==> src/fmaAdd_consts.svh <==
/*
  Field widths and pipeline depth for the half-precision addition stage.
  Subnormals, infinities and NaN are not encoded by these fields.
*/
`ifndef FMA_ADD_CONSTS_SVH
`define FMA_ADD_CONSTS_SVH

// biased exponent field of a half word
`define FMA_EXP_W 5

// stored fraction, hidden one excluded
`define FMA_FRAC_W 10

// significand with the hidden one
`define FMA_SIG_W 11

// carry bit + significand + guard bits below it
`define FMA_SUM_W 23

// leading-zero count over the 22 bits under the carry
`define FMA_LZC_W 5

// cycles from inValid to outValid
`define FMA_LATENCY 2

`endif

==> src/fmaAddPkg.sv <==
/*
  Shared field types of the half-precision addition datapath.
  Widths come from the consts header and are fixed to half precision.
*/
`include "fmaAdd_consts.svh"

package fmaAddPkg;

    // sign, exponent, fraction
    typedef logic [`FMA_EXP_W + `FMA_FRAC_W:0] halfT;

    // biased exponent, range 1..30 is the only one handled
    typedef logic [`FMA_EXP_W-1:0] expT;

    // significand with hidden one on top
    typedef logic [`FMA_SIG_W-1:0] sigT;

    // aligned sum magnitude
    // bit 22 is the carry, bits 21..11 the significand, 10..0 guard
    typedef logic [`FMA_SUM_W-1:0] sumT;

    // zeros above the leading one
    typedef logic [`FMA_LZC_W-1:0] lzcT;

endpackage

==> src/sumIf.sv <==
/*
  Stage-1 to stage-2 bus of the adder pipeline. Plain valid strobe only,
  no handshake. Data fields are meaningful only while valid is high.
*/
`include "fmaAdd_consts.svh"

interface sumIf;
    import fmaAddPkg::*;

    // item present in stage 1 register
    logic valid;
    // sign of the operand with the larger magnitude
    logic sign;
    // exponent of the larger operand
    expT bigExp;
    // unsigned sum or difference of the aligned significands
    sumT mag;
    // exponent gap of 11 or more, larger operand wins outright
    logic passThru;
    // larger operand with its final sign
    halfT passWord;

    // stage 1 side
    modport src (output valid, sign, bigExp, mag, passThru, passWord);

    // stage 2 side
    modport dst (input valid, sign, bigExp, mag, passThru, passWord);

endinterface

==> src/alignAddStage.sv <==
/*
  First pipeline stage. Orders product and addend by magnitude, aligns and
  adds or subtracts the significands, registers the result one cycle later.
  Inputs must be normal numbers. negz flips only the sign bit of z.
*/
`include "fmaAdd_consts.svh"

module alignAddStage (
    input  logic            clk,
    input  logic            rstN,
    input  logic            inValid,
    input  fmaAddPkg::halfT product,
    input  fmaAddPkg::halfT z,
    input  logic            negz,
    sumIf.src               sumOut
);
    import fmaAddPkg::*;

    // sign position inside a half word
    localparam int signPos = `FMA_EXP_W + `FMA_FRAC_W;

    // addend after the negz sign flip
    halfT zEff;

    // product is at least as large as the addend
    logic pBig;
    halfT bigWord;
    halfT smallWord;

    expT bigExp;
    expT smallExp;
    expT expDiff;

    sigT bigSig;
    sigT smallSig;

    // smaller significand pushed into the guard bits
    logic [2*`FMA_SIG_W-1:0] smallAligned;

    sumT bigExt;
    sumT smallExt;
    sumT magNext;

    logic effSub;
    logic dominant;

    // negation is a sign flip, never a two's complement of the word
    assign zEff = {z[signPos] ^ negz, z[signPos-1:0]};

    // exponent sits above the fraction
    // so comparing the low 15 bits orders the magnitudes
    assign pBig = product[signPos-1:0] >= zEff[signPos-1:0];

    assign bigWord   = pBig ? product : zEff;
    assign smallWord = pBig ? zEff : product;

    // unpack the exponents
    assign bigExp   = bigWord[signPos-1:`FMA_FRAC_W];
    assign smallExp = smallWord[signPos-1:`FMA_FRAC_W];

    // never negative, bigWord has the larger exponent
    assign expDiff = bigExp - smallExp;

    // gap at or beyond the significand width
    // smaller operand cannot reach the truncated fraction
    assign dominant = expDiff >= expT'(`FMA_SIG_W);

    // restore hidden ones
    assign bigSig   = {1'b1, bigWord[`FMA_FRAC_W-1:0]};
    assign smallSig = {1'b1, smallWord[`FMA_FRAC_W-1:0]};

    // align the smaller significand below the larger one
    // bits shifted past the guard field only matter when dominant
    assign smallAligned = {smallSig, {`FMA_SIG_W{1'b0}}} >> expDiff;

    // zero carry bit on top of both
    assign bigExt   = {1'b0, bigSig, {`FMA_SIG_W{1'b0}}};
    assign smallExt = {1'b0, smallAligned};

    // unlike signs mean a true subtraction
    assign effSub = bigWord[signPos] ^ smallWord[signPos];

    // big >= small, so the difference never wraps
    assign magNext = effSub ? (bigExt - smallExt) : (bigExt + smallExt);

    // valid strobe, one cycle behind inValid
    always_ff @(posedge clk or negedge rstN) begin
        if (!rstN) begin
            sumOut.valid <= 1'b0;
        end else begin
            sumOut.valid <= inValid;
        end
    end

    // payload only loads with an item
    always_ff @(posedge clk) begin
        if (inValid) begin
            // result sign follows the larger magnitude
            sumOut.sign     <= bigWord[signPos];
            sumOut.bigExp   <= bigExp;
            sumOut.mag      <= magNext;
            sumOut.passThru <= dominant;
            // already carries the flipped sign when z is larger
            sumOut.passWord <= bigWord;
        end
    end

endmodule

==> src/leadingZeroCount.sv <==
/*
  Leading-zero count over the 22 bits below the carry of the sum magnitude.
  Result is meaningful only with the carry clear and a nonzero magnitude.
*/
module leadingZeroCount (
    input  fmaAddPkg::sumT mag,
    output fmaAddPkg::lzcT count
);
    import fmaAddPkg::*;

    // bits searched, carry bit excluded
    localparam int spanW = $bits(sumT) - 1;

    // scan upward so the highest set bit is the last one to write
    always_comb begin
        // all-zero span gives the full width
        count = lzcT'(spanW);
        for (int i = 0; i < spanW; i++) begin
            if (mag[i]) begin
                // zeros between bit i and the top of the span
                count = lzcT'(spanW - 1 - i);
            end
        end
    end

endmodule

==> src/normalizeStage.sv <==
/*
  Second pipeline stage. Normalizes the aligned sum, truncates the fraction
  and registers the packed half word one cycle after sumIn.valid.
  No rounding, and exponent overflow or underflow is not detected.
*/
`include "fmaAdd_consts.svh"

module normalizeStage (
    input  logic            clk,
    input  logic            rstN,
    sumIf.dst               sumIn,
    output logic            outValid,
    output fmaAddPkg::halfT sum
);
    import fmaAddPkg::*;

    // carry bit of the magnitude
    localparam int carryPos = `FMA_SUM_W - 1;

    lzcT zeroCount;
    sumT shifted;

    logic carry;
    logic isZero;

    expT expNext;
    logic [`FMA_FRAC_W-1:0] fracNext;
    halfT sumNext;

    leadingZeroCount lzc (
        .mag   (sumIn.mag),
        .count (zeroCount)
    );

    assign carry  = sumIn.mag[carryPos];
    assign isZero = sumIn.mag == '0;

    // moves the leading one up to bit 21
    assign shifted = sumIn.mag << zeroCount;

    always_comb begin
        if (carry) begin
            // leading one in the carry bit
            // fraction is the ten bits right under it
            fracNext = sumIn.mag[carryPos-1 -: `FMA_FRAC_W];
            expNext  = sumIn.bigExp + 1'b1;
        end else begin
            // hidden one at bit 21 after the shift
            fracNext = shifted[carryPos-2 -: `FMA_FRAC_W];
            expNext  = sumIn.bigExp - expT'(zeroCount);
        end

        // dominance first, then exact cancellation
        if (sumIn.passThru) begin
            sumNext = sumIn.passWord;
        end else if (isZero) begin
            // always positive zero
            sumNext = '0;
        end else begin
            sumNext = {sumIn.sign, expNext, fracNext};
        end
    end

    // output strobe follows the stage-1 strobe
    always_ff @(posedge clk or negedge rstN) begin
        if (!rstN) begin
            outValid <= 1'b0;
        end else begin
            outValid <= sumIn.valid;
        end
    end

    // result word holds until the next item
    always_ff @(posedge clk) begin
        if (sumIn.valid) begin
            sum <= sumNext;
        end
    end

endmodule

==> src/fmaAddTop.sv <==
/*
  Addition stage of a half-precision FMA, two cycles from inValid to outValid.
  One item per cycle, no back-pressure. Normal operands only, and results
  with an exponent outside 1..30 are undefined.
*/
module fmaAddTop (
    input  logic            clk,
    input  logic            rstN,
    input  logic            inValid,
    input  fmaAddPkg::halfT product,
    input  fmaAddPkg::halfT z,
    input  logic            negz,
    output logic            outValid,
    output fmaAddPkg::halfT sum
);

    // aligned sum between the two stages
    sumIf stageBus ();

    // unpack, order, align, add or subtract
    alignAddStage alignAdd (
        .clk     (clk),
        .rstN    (rstN),
        .inValid (inValid),
        .product (product),
        .z       (z),
        .negz    (negz),
        .sumOut  (stageBus.src)
    );

    // normalize, truncate, pack
    normalizeStage normalize (
        .clk      (clk),
        .rstN     (rstN),
        .sumIn    (stageBus.dst),
        .outValid (outValid),
        .sum      (sum)
    );

endmodule

==> config.mk <==
export PLATFORM = sky130hd
export DESIGN_NAME = fmaAddTop
export DESIGN_NICKNAME = d
export VERILOG_FILES = /design/src/fmaAddPkg.sv /design/src/sumIf.sv /design/src/alignAddStage.sv /design/src/leadingZeroCount.sv /design/src/normalizeStage.sv /design/src/fmaAddTop.sv
export VERILOG_INCLUDE_DIRS = /design/src /design/src/src
export SDC_FILE = /design/constraint.sdc
export NUM_CORES = 1
export LEC_CHECK = 0
export BUFFER_PORTS_ARGS = -buffer_cell sky130_fd_sc_hd__clkbuf_2
export CAP_MARGIN = 25
export CORE_AREA = 2 2 74 147
export DETAILED_ROUTE_END_ITERATION = 7
export DIE_AREA = 0 0 76 149
export PLACE_DENSITY = 0.87
export SYNTH_ARGS = -nofsm -noshare
export SYNTH_HDL_FRONTEND = slang
export SYNTH_SLANG_ARGS = --single-unit
==> constraint.sdc <==
create_clock -name clk -period 8.6 [get_ports clk]
set_input_delay 1.72 -clock clk [delete_from_list [all_inputs] [get_ports clk]]
set_output_delay 1.72 -clock clk [all_outputs]
set_load 0.03 [all_outputs]
# After elaboration in Yosys (flattened, before gate mapping)

Index checks and enable logic that the tools add are counted.

Bits in registers: 64
Input bits: 36
Output and inout port bits: 17
Logic and storage cells: 49

$add $sub $neg: 5
$lt $le $gt $ge: 2
Shift-type cells: 2
Muxes and demuxes: 29
Bitwise logic cells: 2
Reductions and logical operators: 1

Operator list:

| kind                  | count |
|---|---|
| $mux W5               | 22 |
| $mux W16              | 4 |
| $add A22 B22 Y23      | 1 |
| $logic_not A23 Y1     | 1 |
| $mux W23              | 1 |
| $shl A23 B5 Y21       | 1 |
| $sub A22 B22 Y23      | 1 |
| $shr A22 B5 Y22       | 1 |
| $ge A15 B15 Y1        | 1 |
| $mux W10              | 1 |
| $sub A5 B5 Y5         | 2 |
| $add A5 B1 Y5 const B | 1 |
| $ge A5 B4 Y1 const B  | 1 |
| $mux W2               | 1 |
| $xor A1 B1 Y1         | 2 |

# Logic depth before layout (Yosys ltp)

Word-level depth: 26
Depth in mapped cells: 36

# Hierarchy

Synthesis repeated with hierarchy kept, for this count alone.

Cell total of the unflattened synthesis: 761
Area, all modules: 6663.9 sq um

By module, submodules not included:

| module           | instances | cells each | area an instance (sq um) | seq. area each (sq um) |
|---|---|---|---|---|
| alignAddStage    | 1         | 532        | 4391.7                   | 1226.2 |
| normalizeStage   | 1         | 187        | 2031.9                   | 505.5 |
| leadingZeroCount | 1         | 42         | 240.2                    | 0.0 |

# Least setup slack after synthesis

OpenSTA, ideal clock, no wires.

Path type: input-to-reg
Start: input z[12]
End: register alignAdd.sumOut.mag[21] (data pin)
Setup time: 0.258 ns
Arrival time: 7.361 ns
Data required time: 8.342 ns
Slack: 0.981 ns
Stages: 31
Path buffers: 5
Cells stage by stage: inv_1 -> ha_1 -> buf_6 -> a21oi_4 -> o21ai_2 -> or3_1 -> buf_6 -> o21ai_4 -> buf_2 -> a22oi_1 -> ha_1 -> clkbuf_1 -> buf_1 -> clkinv_1 -> mux4_2 -> a21oi_1 -> inv_1 -> ha_1 -> fa_1 -> a21oi_1 -> nor2_1 -> nor2_1 -> nor2_1 -> nor2_1 -> o21bai_1 -> a21oi_1 -> o21bai_1 -> a21oi_1 -> o21ai_0 -> a211oi_2 -> xnor2_1

Word-level cells in the longest chain between the ends: 6
Elaborated cells between the ends (all ways): 9
Classes of those cells: 3 x add/sub; 1 x order compare; 1 x shift; 3 x mux; 1 x bitwise

RTL lines:

| element                                              | line                                     | text |
|---|---|---|
| start: declaration                                   | fmaAddTop.sv:11                          | `input fmaAddPkg::halfT z,` |
| $ge A15 B15 Y1                                       | alignAddStage.sv:52                      | `assign pBig = product[signPos-1:0] >= zEff[signPos-1:0];` |
| $mux W16 (on tied branches)                          | alignAddStage.sv:54, alignAddStage.sv:55 |  |
| $sub A5 B5 Y5                                        | alignAddStage.sv:62                      | `assign expDiff = bigExp - smallExp;` |
| $shr A22 B5 Y22                                      | alignAddStage.sv:74                      | `` assign smallAligned = {smallSig, {`FMA_SIG_W{1'b0}}} >> expDiff; `` |
| $add A22 B22 Y23 or $sub A22 B22 Y23 (tied branches) | alignAddStage.sv:84                      | `assign magNext = effSub ? (bigExt - smallExt) : (bigExt + smallExt);` |
| $mux W23 (*)                                         | alignAddStage.sv:84                      |  |
| net alignAdd.magNext[21]                             | alignAddStage.sv:42                      | `sumT magNext;` |
| end signal: assignment                               | alignAddStage.sv:101                     | `sumOut.mag <= magNext;` |
| end: declaration                                     | sumIf.sv:24                              | `modport src (output valid, sign, bigExp, mag, passThru, passWord);` |

Mark *: on every way through the listed nets, which the timed path passes. The rest lies on a longest branch.
A chain may end at the register's enable or synchronous reset.

# Worst setup path in the final report

Same ends and word-level chain as after synthesis.

==> metrics.txt <==
number of nets with antenna violations after routing=0; period utilization=between 80% and 90%; Routed WL per cell=between 20 and 25 µm; Arr. time, crit path=approximately 7.7 ns; cts hold-fix bufs=0; PD cells=roughly 290 nW/µm²; H-Tree Depth=3; Worst-Margin Slew=0.9136 ns; endpoints failing hold=0; Root Driver=clkbuf_16; Slew headroom=approximately 39%; Tmin final=roughly 7.7 ns; CP required=between 8 and 9 ns; Max Cap Viol=0; vias in the first global route=around 6.3k; overall power=approximately 0.0021 W; nets=around 910; GRT Overall Usage=36.18%; largest net degree at the start of global routing=between 40 and 50; share of cells above drive strength 1=between 10% and 20%; Vias=around 6.7k; # setup viols final=0; GRT met3 Usage=5.872%; clock buffer depth=2; Top Ports=between 50 and 60; clk sinks=58; worst skew pair latency=0.33 ns; multiplexer share of the synthesized area=12.82%; pre-CTS WS=about 0.73 ns; number of synthesized flops with an enable pin=56; Initial Util=65.61%; Synth Area in Adders=approximately 8.4%; slack of the critical path=a little over 0.9 ns; ANT cells=0; Cell Area, Synth=a little under 7000 µm²; Chip Height=about 150 µm; VDD IR max=between 0.2 and 0.25 mV; RSZ-0062 raised after global routing=no; crit-path most repeated cell=a21oi_1; post-synthesis net count=roughly 870; main combinational cell family by area after synthesis=compound AO/OA/AOI/OAI gates; DRT Wirelength=20.43 mm; CP Max Fanout=12; Max Clk Rate=~0.13 GHz; GRT met2 Usage=about 61%; status=finished clean; Fill cells=between 800 and 900; Yosys warning count=0; Area growth syn-to-layout=9.777%; routing usage on met1=43.74%; Leak Pwr=3.065 nW; Crit path largest cell delay=roughly 0.52 ns; Final Slew Violations=0; Die X=76 µm; core box area=between 10000 and 15000 µm²; Netlist cell types=between 80 and 90; cells after synthesis=around 790; total grt overflow=0; first-pass GRT wire length=32.46 mm; gr busiest metal=met2; DRC=0; post-synthesis sequential area ratio=around a quarter; initial antenna violation count=0; TNS Setup=0 ns; Worst Hold Class=flop to flop; Detailed Place HPWL=about 16 mm; gp weighted congestion=between 1 and 1.5; die footprint=11320 µm²; post-cts resize count=0; Clock transition at path regs=0.05 ns; Crit Path Category=input pin to flop; Final Skew=between 0.004 and 0.005 ns; synthesized area per cell=roughly 8.5 µm²; simple-gate portion of the synthesized area=~18%; Via-to-Cell Ratio=6.907; Initial DRT Pass Iterations=6; 1st-iter DRT viols=just over 700; Critical Path End Type=flop; CP max stage cell=ha_1; Async SR Flop Fraction=3.448%; Top FF cell, synth=edfxtp_1; PortBufs=52; Post-Synth XOR/XNOR Area=between 3 and 4%; Synth Register Bits=58; post-CTS setup buffers=0; row cnt=53; Startpoint Class=input pin; Synth Area in Compound Gates=a little over a quarter; TritonCTS Buffers=9; TritonCTS clock tree=built
## flip-flops by register name (all words and copies together) (netlist names)
| name | cells |
|---|---|
| alignAdd.sumOut.mag | 23 |
| alignAdd.sumOut.passThru | 1 |
| alignAdd.sumOut.passWord | 16 |
| alignAdd.sumOut.valid | 1 |
| normalize.outValid | 1 |
| normalize.sum | 16 |
## Yosys cell counts (4+ instances only)
library cell	count	area share, %
a211oi_1	6	0.67
xor2_1	8	1.0
buf_2	6	0.45
buf_1	4	0.22
a21oi_1	59	4.4
o22ai_1	8	0.74
a22oi_1	6	0.67
or2_2	4	0.37
o211ai_1	13	1.4
inv_1	50	2.8
nand2_1	86	4.8
nor4_1	6	0.56
nand4_1	7	0.65
ha_1	42	7.8
clkbuf_1	25	1.4
nand2b_1	15	1.4
nor2_1	68	3.8
xnor2_1	16	2.1
nor3b_1	4	0.45
o21ai_0	58	4.3
a31oi_1	12	1.1
nor3_1	15	1.1
o21a_1	7	0.78
o221ai_1	9	1.2
a21o_1	8	0.89
o31ai_1	10	1.1
a22o_1	4	0.52
o31a_1	6	0.78
nor2b_1	9	0.83
mux2_2	11	1.8
o21bai_1	11	1.2
mux2i_1	35	5.2
or4_1	5	0.56
mux4_2	15	5.0
nand3_1	9	0.67
edfxtp_1	56	25
and3_1	4	0.37
## layout by cell type (no fill, tap or decap), types with 5 or more instances in the layout
cell type  instances
nand2_1           86
nor2_1            68
a21oi_1           58
o21ai_0           57
edfxtp_1          56
clkbuf_2          52
inv_1             50
ha_1              42
mux2i_1           35
mux4_2            15
nand2b_1          15
xnor2_1           15
nor3_1            14
o211ai_1          13
a31oi_1           12
buf_4             12
mux2_2            11
o21bai_1          11
o31ai_1           10
nand3_1            9
nor2b_1            9
o221ai_1           9
clkbuf_16          9
o22ai_1            8
a21o_1             8
xor2_1             8
nand4_1            7
o21a_1             7
o31a_1             6
a22oi_1            6
a211oi_1           6
nor4_1             6
or4_1              5
## logic make-up after synthesis
logic type | count (synthesis)
adders and majority gates | 44
and+or+nand+nor | 248
DFF | 58
buffers and inverters | 90
xor gates and xnor gates | 24
AOI/OAI and AO/OA | 264
muxes | 63
## stage by stage
stage / util (%) / hold WS, ns / instances / cell area [µm²]
5_1_grt: 72.03 / 0.5560 / 971 / 7403
6_report: 72.03 / 0.5511 / 971 / 7403
3_5_place_dp: 69.20 / 0.5356 / 954 / 7113
3_3_place_gp: 69.13 / 0.5305 / 953 / 7106
2_1_floorplan: - / 0.4984 / 791 / 6744
4_1_cts: 71.83 / 0.5514 / 970 / 7383
## worst max-delay path: cells and delay by family
family / cells / cell delay, ns
xor gates and xnor gates: 1 / 0.14
buffers and inverters: 2 / 0.13
and+or+nand+nor: 10 / 2.13
adders and majority gates: 3 / 1.13
AOI/OAI and AO/OA: 13 / 2.46
## path summary, 6_finish.rpt
path                                              start                      end  slack (ns)  depth (start not counted)
max in group asynchronous                          rstN    alignAdd.sumOut.valid        7.33                          1
setup reg to reg                 alignAdd.sumOut.mag[0]        normalize.sum[14]        4.42                         18
hold / removal             alignAdd.sumOut.passWord[15]        normalize.sum[15]        0.55                          1
min in group asynchronous                          rstN       normalize.outValid        1.17                          1
hold reg to reg            alignAdd.sumOut.passWord[15]        normalize.sum[15]        0.55                          1
setup / recovery                                  z[12]  alignAdd.sumOut.mag[21]        0.93                         29
## area by class of cell
class / instances / area, µm² / area share [%]
clock buffers: 9 / 225.2 / 3.042
well taps: 137 / 171.4 / 2.315
repair buffers: 65 / 370.4 / 5.003
multi-input cells: 643 / 4664 / 63.00
inverters: 52 / 195.2 / 2.636
flip-flops and latches: 58 / 1732 / 23.39
clock inverters: 7 / 45.04 / 0.6084
## where the power goes
group | leakage [nW] | switching [W] | internal (W) | total, W
registers | 0.570 | 0.000129 | 0.000427 | 0.000555
clock network | 0.125 | 0.000124 | 0.000193 | 0.000317
logic | 2.37 | 0.000748 | 0.000504 | 0.00125
total | 3.06 | 0.00100 | 0.00112 | 0.00212
## routing by layer
layer,share of wire (%),up-vias
met2,48,440
met5,0,-
met1,37,3077
met3,8.5,112
li1,-,3078
met4,7.4,0
(Power assumes the default switching activity.)
